[config.mk]
export PLATFORM = sky130hd
export DESIGN_NAME = usb_phy_top
export DESIGN_NICKNAME = d
export VERILOG_FILES = /design/src/source/usb_phy_pkg.sv /design/src/source/tx_bit_if.sv /design/src/source/usb_phy_top.sv /design/src/source/utmi_rx_deserializer.sv /design/src/source/nrzi_line_driver.sv /design/src/source/utmi_tx_serializer.sv
export SDC_FILE = /design/constraint.sdc
export NUM_CORES = 1
export LEC_CHECK = 0
export BUFFER_PORTS_ARGS = -buffer_cell sky130_fd_sc_hd__buf_4
export CAP_MARGIN = 20
export CORE_MARGIN = 4
export CORE_UTILIZATION = 40
export CTS_BUF_LIST = sky130_fd_sc_hd__clkbuf_4 sky130_fd_sc_hd__clkbuf_8 sky130_fd_sc_hd__clkbuf_16
export CTS_CLUSTER_SIZE = 30
export DETAILED_ROUTE_END_ITERATION = 16
export PLACE_DENSITY = 0.67
export SLEW_MARGIN = 20
export SYNTH_ARGS = -nofsm -noshare
export SYNTH_HDL_FRONTEND = slang
export SYNTH_SLANG_ARGS = --single-unit
[constraint.sdc]
create_clock -name clk -period 2 [get_ports clk]
set_input_delay 0.2 -clock clk [delete_from_list [all_inputs] [get_ports clk]]
set_output_delay 0.2 -clock clk [all_outputs]
set_load 0.005 [all_outputs]
[src/source/usb_phy_pkg.sv]
// Shared USB full-speed PHY definitions, referenced by scoped name from the RTL and testbench
package usb_phy_pkg;

    // Encoded as {dp, dm} straight from the synchronised pair
    typedef enum logic [1:0] {
        LS_SE0 = 2'b00,
        LS_K   = 2'b01,  // D- high
        LS_J   = 2'b10,  // D+ high, full-speed idle
        LS_SE1 = 2'b11   // Illegal on a healthy bus
    } line_state_e;

    // Ones in a row before a zero must be inserted
    localparam int STUFF_RUN = 6;

    // Sent LSB first, reads KJKJKJKK on the line
    localparam logic [7:0] SYNC_BYTE = 8'h80;

    // UTMI op_mode codes
    localparam logic [1:0] OPMODE_NORMAL      = 2'b00;
    localparam logic [1:0] OPMODE_NON_DRIVING = 2'b01;  // Transmitter held off

endpackage
[src/source/tx_bit_if.sv]
// Bit-level link from the transmit serializer to the NRZI line driver, one bit per clk
`timescale 1ns/10ps

interface tx_bit_if;

    logic bit_active;  // Packet in progress
    logic bit_data;    // Raw bit, already stuffed, not yet NRZI coded
    logic bit_eop;     // Send EOP instead of a data bit
    logic eop_done;    // Final J of the EOP is on the line

    modport serializer (
        output bit_active,
        output bit_data,
        output bit_eop,
        input  eop_done
    );

    modport driver (
        input  bit_active,
        input  bit_data,
        input  bit_eop,
        output eop_done
    );

endinterface

[src/source/usb_phy_top.sv]
// Full-speed USB PHY top level: UTMI byte side and split D+/D- pad signals for the chip-level pad
`timescale 1ns/10ps

module usb_phy_top (
    input  logic                     clk,
    input  logic                     rst_n,
    // UTMI transmit
    input  logic [7:0]               data_out,
    input  logic                     tx_valid,
    output logic                     tx_ready,
    // UTMI receive
    output logic [7:0]               data_in,
    output logic                     rx_valid,
    output logic                     rx_active,
    output logic                     rx_error,
    // Mode and status
    input  logic [1:0]               op_mode,
    input  logic                     suspend_m,
    output usb_phy_pkg::line_state_e line_state,
    // Pad side
    output logic                     dp_o,
    output logic                     dm_o,
    output logic                     line_oe,
    input  logic                     dp_i,
    input  logic                     dm_i
);

    tx_bit_if tx_bits ();

    utmi_tx_serializer u_tx_serializer (
        .clk       (clk),
        .rst_n     (rst_n),
        .data_out  (data_out),
        .tx_valid  (tx_valid),
        .suspend_m (suspend_m),
        .op_mode   (op_mode),
        .tx_ready  (tx_ready),
        .bits      (tx_bits.serializer)
    );

    nrzi_line_driver u_line_driver (
        .clk     (clk),
        .rst_n   (rst_n),
        .bits    (tx_bits.driver),
        .dp_o    (dp_o),
        .dm_o    (dm_o),
        .line_oe (line_oe)
    );

    // Receiver sees the resolved bus, own transmissions included
    utmi_rx_deserializer u_rx_deserializer (
        .clk        (clk),
        .rst_n      (rst_n),
        .dp_i       (dp_i),
        .dm_i       (dm_i),
        .suspend_m  (suspend_m),
        .line_state (line_state),
        .data_in    (data_in),
        .rx_valid   (rx_valid),
        .rx_active  (rx_active),
        .rx_error   (rx_error)
    );

endmodule

[src/source/utmi_rx_deserializer.sv]
// UTMI receive side: synchronises D+/D-, finds SYNC, NRZI decodes, unstuffs and delivers bytes
`timescale 1ns/10ps

module utmi_rx_deserializer (
    input  logic                     clk,
    input  logic                     rst_n,
    input  logic                     dp_i,
    input  logic                     dm_i,
    input  logic                     suspend_m,
    output usb_phy_pkg::line_state_e line_state,
    output logic [7:0]               data_in,
    output logic                     rx_valid,
    output logic                     rx_active,
    output logic                     rx_error
);

    // One-hot states
    localparam logic [4:0] RX_IDLE = 5'b00001;
    localparam logic [4:0] RX_SYNC = 5'b00010;  // Hunting for the closing KK
    localparam logic [4:0] RX_DATA = 5'b00100;
    localparam logic [4:0] RX_ERR  = 5'b01000;  // Discard until SE0
    localparam logic [4:0] RX_EOP  = 5'b10000;  // Wait for J after SE0

    logic [1:0]               meta_pair;
    logic [1:0]               sync_pair;
    usb_phy_pkg::line_state_e prev_state;
    logic [4:0]               state;
    logic [7:0]               shift_reg;
    logic [2:0]               bit_cnt;
    logic [2:0]               ones_cnt;
    logic                     rx_bit;
    logic                     is_se0;
    logic                     stuffed_slot;
    logic [7:0]               next_byte;

    // Two-flop synchroniser, resets to idle J
    always_ff @(posedge clk or negedge rst_n) begin
        if (!rst_n) begin
            meta_pair  <= 2'b10;
            sync_pair  <= 2'b10;
            prev_state <= usb_phy_pkg::LS_J;
        end else begin
            meta_pair  <= {dp_i, dm_i};
            sync_pair  <= meta_pair;
            prev_state <= line_state;
        end
    end

    assign line_state = usb_phy_pkg::line_state_e'(sync_pair);

    assign is_se0       = (line_state == usb_phy_pkg::LS_SE0);
    assign rx_bit       = (line_state == prev_state);  // No transition decodes as one
    assign stuffed_slot = (ones_cnt == 3'(usb_phy_pkg::STUFF_RUN));
    assign next_byte    = {rx_bit, shift_reg[7:1]};    // LSB arrives first

    always_ff @(posedge clk or negedge rst_n) begin
        if (!rst_n) begin
            state     <= RX_IDLE;
            bit_cnt   <= 3'd0;
            ones_cnt  <= 3'd0;
            rx_active <= 1'b0;
            rx_valid  <= 1'b0;
            rx_error  <= 1'b0;
            data_in   <= 8'd0;
        end else begin
            rx_valid <= 1'b0;
            rx_error <= 1'b0;
            if (!suspend_m) begin
                state     <= RX_IDLE;
                rx_active <= 1'b0;
            end else begin
                case (1'b1)
                    state[0]: begin
                        if (line_state == usb_phy_pkg::LS_K) begin
                            state     <= RX_SYNC;
                            rx_active <= 1'b1;
                        end
                    end
                    state[1]: begin
                        if (is_se0) begin
                            state <= RX_EOP;
                        end else if (line_state == usb_phy_pkg::LS_K &&
                                     prev_state == usb_phy_pkg::LS_K) begin
                            state    <= RX_DATA;
                            bit_cnt  <= 3'd0;
                            ones_cnt <= 3'd1;  // Final SYNC bit is a one
                        end
                    end
                    state[2]: begin
                        if (is_se0) begin
                            state <= RX_EOP;
                            if (bit_cnt != 3'd0)
                                rx_error <= 1'b1;  // EOP cut a byte short
                        end else if (line_state == usb_phy_pkg::LS_SE1) begin
                            state    <= RX_ERR;
                            rx_error <= 1'b1;
                        end else if (stuffed_slot) begin
                            if (rx_bit) begin
                                state    <= RX_ERR;  // Seventh one in a row
                                rx_error <= 1'b1;
                            end else begin
                                ones_cnt <= 3'd0;    // Drop the stuffed zero
                            end
                        end else begin
                            ones_cnt <= rx_bit ? ones_cnt + 3'd1 : 3'd0;
                            bit_cnt  <= bit_cnt + 3'd1;
                            if (bit_cnt == 3'd7) begin
                                rx_valid <= 1'b1;
                                data_in  <= next_byte;
                            end
                        end
                    end
                    state[3]: begin
                        if (is_se0)
                            state <= RX_EOP;
                    end
                    state[4]: begin
                        if (line_state == usb_phy_pkg::LS_J) begin
                            state     <= RX_IDLE;
                            rx_active <= 1'b0;
                        end
                    end
                    default: state <= RX_IDLE;
                endcase
            end
        end
    end

    // Byte assembly, data bits only
    always_ff @(posedge clk) begin
        if (state[2] && !is_se0 && !stuffed_slot)
            shift_reg <= next_byte;
    end

    a_valid_in_packet: assert property (@(posedge clk) disable iff (!rst_n)
        rx_valid |-> rx_active);

endmodule

[src/source/nrzi_line_driver.sv]
// Full-speed line driver inside usb_phy_top that NRZI codes the bit stream, adds the EOP and sets the output enable
`timescale 1ns/10ps

module nrzi_line_driver (
    input  logic     clk,
    input  logic     rst_n,
    tx_bit_if.driver bits,
    output logic     dp_o,
    output logic     dm_o,
    output logic     line_oe
);

    logic       level;       // Current differential level where 1 is J
    logic [1:0] eop_cnt;     // SE0, SE0, J, then release
    logic       next_level;

    // A zero toggles the line for NRZI and a one holds it
    assign next_level = bits.bit_data ? level : ~level;

    assign bits.eop_done = (eop_cnt == 2'd3);  // J is on the line this cycle

    always_ff @(posedge clk or negedge rst_n) begin
        if (!rst_n) begin
            level   <= 1'b1;
            eop_cnt <= 2'd0;
            dp_o    <= 1'b1;
            dm_o    <= 1'b0;
            line_oe <= 1'b0;
        end else if (bits.bit_active && !bits.bit_eop) begin
            level   <= next_level;
            dp_o    <= next_level;
            dm_o    <= ~next_level;
            line_oe <= 1'b1;
        end else if (bits.bit_active) begin
            eop_cnt <= eop_cnt + 2'd1;
            case (eop_cnt)
                2'd0, 2'd1: begin  // Two SE0 bit times
                    dp_o <= 1'b0;
                    dm_o <= 1'b0;
                end
                2'd2: begin
                    level <= 1'b1;
                    dp_o  <= 1'b1;
                    dm_o  <= 1'b0;
                end
                default: begin
                    line_oe <= 1'b0;  // Hand the bus back after the J
                    dp_o    <= 1'b1;
                    dm_o    <= 1'b0;
                end
            endcase
        end else begin
            // Idle parks at J with the pad released
            level   <= 1'b1;
            eop_cnt <= 2'd0;
            dp_o    <= 1'b1;
            dm_o    <= 1'b0;
            line_oe <= 1'b0;
        end
    end

    // Serializer releases the link once the EOP is done
    a_release_after_eop: assert property (@(posedge clk) disable iff (!rst_n)
        bits.eop_done |=> !bits.bit_active);

endmodule

[src/source/utmi_tx_serializer.sv]
// UTMI transmit side: byte handshake, SYNC insertion, LSB-first serialisation and bit stuffing
`timescale 1ns/10ps

module utmi_tx_serializer (
    input  logic         clk,
    input  logic         rst_n,
    input  logic [7:0]   data_out,
    input  logic         tx_valid,
    input  logic         suspend_m,
    input  logic [1:0]   op_mode,
    output logic         tx_ready,
    tx_bit_if.serializer bits
);

    // One-hot states
    localparam logic [3:0] ST_IDLE = 4'b0001;
    localparam logic [3:0] ST_SYNC = 4'b0010;
    localparam logic [3:0] ST_DATA = 4'b0100;
    localparam logic [3:0] ST_EOP  = 4'b1000;

    logic [3:0] state;
    logic [7:0] shift_reg;
    logic [2:0] bit_cnt;    // Bit position within the current byte
    logic [2:0] ones_cnt;   // Length of the current run of ones
    logic       draining;   // Packet over, one stuffed zero still owed
    logic       sending;
    logic       stuff_now;
    logic       start;
    logic       halt;

    assign sending   = state[1] | state[2];
    assign stuff_now = sending && (ones_cnt == 3'(usb_phy_pkg::STUFF_RUN));

    assign start = tx_valid && suspend_m && (op_mode == usb_phy_pkg::OPMODE_NORMAL);
    assign halt  = !suspend_m || (op_mode == usb_phy_pkg::OPMODE_NON_DRIVING);

    // Last bit of SYNC or of a data byte is going out this cycle
    assign tx_ready = sending && !stuff_now && (bit_cnt == 3'd7);

    assign bits.bit_active = !state[0];
    assign bits.bit_data   = sending && !stuff_now && shift_reg[0];
    assign bits.bit_eop    = state[3];

    always_ff @(posedge clk or negedge rst_n) begin
        if (!rst_n) begin
            state    <= ST_IDLE;
            bit_cnt  <= 3'd0;
            ones_cnt <= 3'd0;
            draining <= 1'b0;
        end else if (halt) begin
            state    <= ST_IDLE;  // Abandon any packet in flight
            draining <= 1'b0;
        end else begin
            case (1'b1)
                state[0]: begin
                    if (start) begin
                        state    <= ST_SYNC;
                        bit_cnt  <= 3'd0;
                        ones_cnt <= 3'd0;
                        draining <= 1'b0;
                    end
                end
                state[1], state[2]: begin
                    if (stuff_now) begin
                        ones_cnt <= 3'd0;  // Inserted zero, byte position holds
                        if (draining) begin
                            state    <= ST_EOP;
                            draining <= 1'b0;
                        end
                    end else begin
                        ones_cnt <= shift_reg[0] ? ones_cnt + 3'd1 : 3'd0;
                        bit_cnt  <= bit_cnt + 3'd1;
                        if (bit_cnt == 3'd7) begin
                            if (tx_valid) begin
                                state <= ST_DATA;
                            end else if (shift_reg[0] &&
                                         ones_cnt == 3'(usb_phy_pkg::STUFF_RUN - 1)) begin
                                // Closing run of six ones needs its zero before EOP
                                draining <= 1'b1;
                            end else begin
                                state <= ST_EOP;
                            end
                        end
                    end
                end
                state[3]: begin
                    if (bits.eop_done)
                        state <= ST_IDLE;
                end
                default: state <= ST_IDLE;
            endcase
        end
    end

    // Payload shifter, preloaded with SYNC while idle
    always_ff @(posedge clk) begin
        if (state[0]) begin
            shift_reg <= usb_phy_pkg::SYNC_BYTE;
        end else if (sending && !stuff_now) begin
            if (bit_cnt == 3'd7)
                shift_reg <= data_out;  // Next byte taken on the tx_ready edge
            else
                shift_reg <= {1'b0, shift_reg[7:1]};
        end
    end

    // Every byte takes at least eight bit times
    a_tx_ready_pulse: assert property (@(posedge clk) disable iff (!rst_n)
        tx_ready |=> !tx_ready);

endmodule

==> impl_metrics.py <==
metrics = {
    "status": {
        "run_status": "finished, final reports clean",
    },
    "placement": {
        "routabilityCongestion": 0.856,
        "hpwl_um": 4300,
        "dpl_cell_area_um2": 3420,
        "place_ws_ps": 98.5,
        "io_buffers": 32,
    },
    "worst_setup_path": {
        "crit_buf_inv": 0,
        "max_stage_delay_ps": 470,
        "crit_start": "u_rx_deserializer.ones_cnt[1]",
        "cp_cell_sequence": "ha_4, a21bo_4, a2111oi_4, nand2_2, mux2_2",
        "arrival_ps": 2130,
        "path_max_fanout": 5,
        "start_kind": "flip-flop",
        "critical_path.top_delay_family": "compound AO/OA/AOI/OAI gates",
        "cp-end-kind": "flip-flop",
        "r2r-start": "u_rx_deserializer.ones_cnt[1]",
        "cp.required_ps": 2210,
        "crit_slowest_cell": "a2111oi_4",
        "crit_type": "flip-flop to flip-flop",
    },
    "sta": {
        "tns_ps": 0,
        "drv_slew": 0,
        "setup_violations": 0,
        "period_share": 0.958,
        "hold_viol_final": 0,
        "slew_headroom": 0.619,
        "grt_setup_unrepaired": "true",
        "fmax_mhz": 522,
        "period_minus_slack_ps": 1920,
        "tightest_slew_ps": 571,
        "finClkSkew_ps": 10.2,
        "setup_slack_ps": 84.6,
    },
    "detailed_routing": {
        "wl_per_cell_um": 14.0,
        "first_iter_violations": 95,
        "drtPass1Iterations": 4,
        "drc": 0,
        "viasPerCell": 5.29,
        "wl_um": 6170,
        "ant_nets": 0,
        "routed-via-count": 2326,
    },
    "grt": {
        "grt_max_degree": 46,
        "overflow": 0,
        "track_usage": 0.149,
        "antenna_found_initial": 0,
        "grt_pass1_wl_um": 10600,
        "grt_pass1_vias": 2262,
    },
    "floorplanning": {
        "core_area_um2": 7290,
        "dieArea_um2": 8970,
        "io_pins": 33,
        "start_util": 0.412,
        "fp.dieW_um": 94.7,
        "die_h_um": 94.7,
        "rows": 31,
    },
    "logic_synthesis": {
        "synth_top_family_by_area": "compound AO/OA/AOI/OAI gates",
        "ys_types": 56,
        "synth_flop_cell": "dfrtp_1",
        "synth_adder_area_share": 0.0583,
        "synthSimpleGateAreaFrac": 0.151,
        "ys_warn_count": 0,
        "synth_top_cell_area_share": 0.316,
        "synth.area.top_cells": "dfrtp_1, edfxtp_1, dfstp_2, ha_1, dfxtp_1",
        "synth_top_area_cell": "dfrtp_1",
        "synth_area_per_cell_um2": 10.5,
        "synth-xor-area-share": 0.0117,
        "ys_ff_latch": 60,
        "yosysSeqAreaShare": 0.501,
        "async_reset_ff_frac": 0.750,
        "synthesis.instances": 287,
        "netlist_area_um2": 3010,
        "synth_mux_area_frac": 0.0637,
        "synth-edff-count": 7,
        "synth_nets": 317,
        "synth_compound_area_frac": 0.176,
    },
    "hold_path": {
        "min_from": "data_out[7]",
        "hold_class": "primary input to flip-flop",
    },
    "power": {
        "p_sw_frac": 0.275,
        "p_per_area_nw_per_um2": 701,
        "peakVddDrop_mv": 0.369,
        "p_leak_uw": 0.00159,
        "p_clk_frac": 0.371,
        "p_comb_frac": 0.113,
        "seqPwrFrac": 0.516,
        "p_sw_uw": 708,
        "intPower_uw": 1860,
    },
    "clock_network": {
        "clkTransAtPathRegs_ps": 80,
        "cts_sinks": 60,
        "cts_tree": "built",
        "cts_root_buf": "clkbuf_8",
        "cts_buffers": 9,
        "h-tree-depth": 3,
        "clk_latency_ps": 330,
        "clock_path_buffers": 2,
    },
    "layout": {
        "layout_commonest_cell": "buf_4",
        "final_cell_mix": "buf_4, dfrtp_1, nor2_1",
        "n_antenna_cell": 0,
        "seq_area_um2": 1510,
        "areaGrowthSynthToFinish_pct": 21.9,
        "utilization": 0.503,
        "multi_input_area_um2": 1410,
        "nNetsFinal": 366,
        "final.fill_count": 708,
        "drive_gt1_frac": 0.258,
        "design_area_um2": 3660,
    },
    "flow_run": {
        "cap_violations": 0,
    },
}
## cell families (layout without fill, tap and decap cells)
logic type,after synthesis,after routing
flops,60,60
xor+xnor,4,4
fa+ha+maj,14,14
buf+inv,31,84
mux,18,18
simple gates,87,88
compound gates,73,73
## worst min-delay path, stage by stage
cell and delay, ps:
buf_4 80, nand3_1 60, nand3_1 80
## synth_stat cells, types with 5 or more instances
library cell  count
dfrtp_1          38
nor2_1           23
inv_1            19
nand2_1          18
o21ai_0          15
ha_1             14
a21oi_1          12
clkbuf_1         12
mux2_2            9
mux2i_1           9
dfxtp_1           8
nand2b_1          8
a211oi_1          7
dfstp_2           7
edfxtp_1          7
nand3_1           7
a31oi_1           5
or3_1             5
## final timing paths
kind | end | slack (ps) | cells past startpoint
setup / recovery | u_rx_deserializer.data_in[5] | 80 | 5
hold / removal | u_tx_serializer.shift_reg[7] | 120 | 3
setup reg to reg | u_rx_deserializer.data_in[5] | 80 | 5
min in group asynchronous | u_rx_deserializer.ones_cnt[1] | 410 | 2
hold reg to reg | u_rx_deserializer.line_state[0] | 360 | 0
max in group asynchronous | u_tx_serializer.ones_cnt[0] | 1160 | 2
## power groups by stage
stage                     clock (µW)  sequential (µW)  combinational, µW
after global routing            1050             1330                327
after CTS                        988             1320                291
after global placement             0             1350                278
final                            953             1330                291
after detailed placement           0             1350                284
after floorplan                    0             1330                175
## through the flow
stage / hold WS [ps] / instances / total power [µW]
after detailed placement: 246 / 419 / 1630
final: 117 / 440 / 2570
after global placement: 236 / 419 / 1620
after CTS: 98.3 / 438 / 2600
after global routing: 117 / 440 / 2710
after floorplan: -95.6 / 287 / 1510
## timing repair
action / in CTS / in global routing
setup endpoints to repair: 0 / 10
resized for setup: 0 / 6
hold buffers: 3 / 0
hold endpoints to repair: 40 / 0
setup buffers: 0 / 1
## final cells by class
| cell class | instances | area share |
|---|---|---|
| sequential | 60 | 0.411 |
| multi-input combinational | 197 | 0.385 |
| timing repair buffer | 49 | 0.103 |
| clock buffer | 9 | 0.0338 |
| tap | 99 | 0.0338 |
| inverter | 19 | 0.0195 |
| clock inverter | 7 | 0.0137 |
## metal layers
metal | vias to the layer above | track usage | part of all wire
met5 | - | 0 | 0
met4 | 0 | 0.0361 | 0.0076
met3 | 6 | 0.0478 | 0.040
met2 | 49 | 0.240 | 0.49
met1 | 1135 | 0.194 | 0.46
li1 | 1136 | - | -
(Power assumes the default switching activity.)
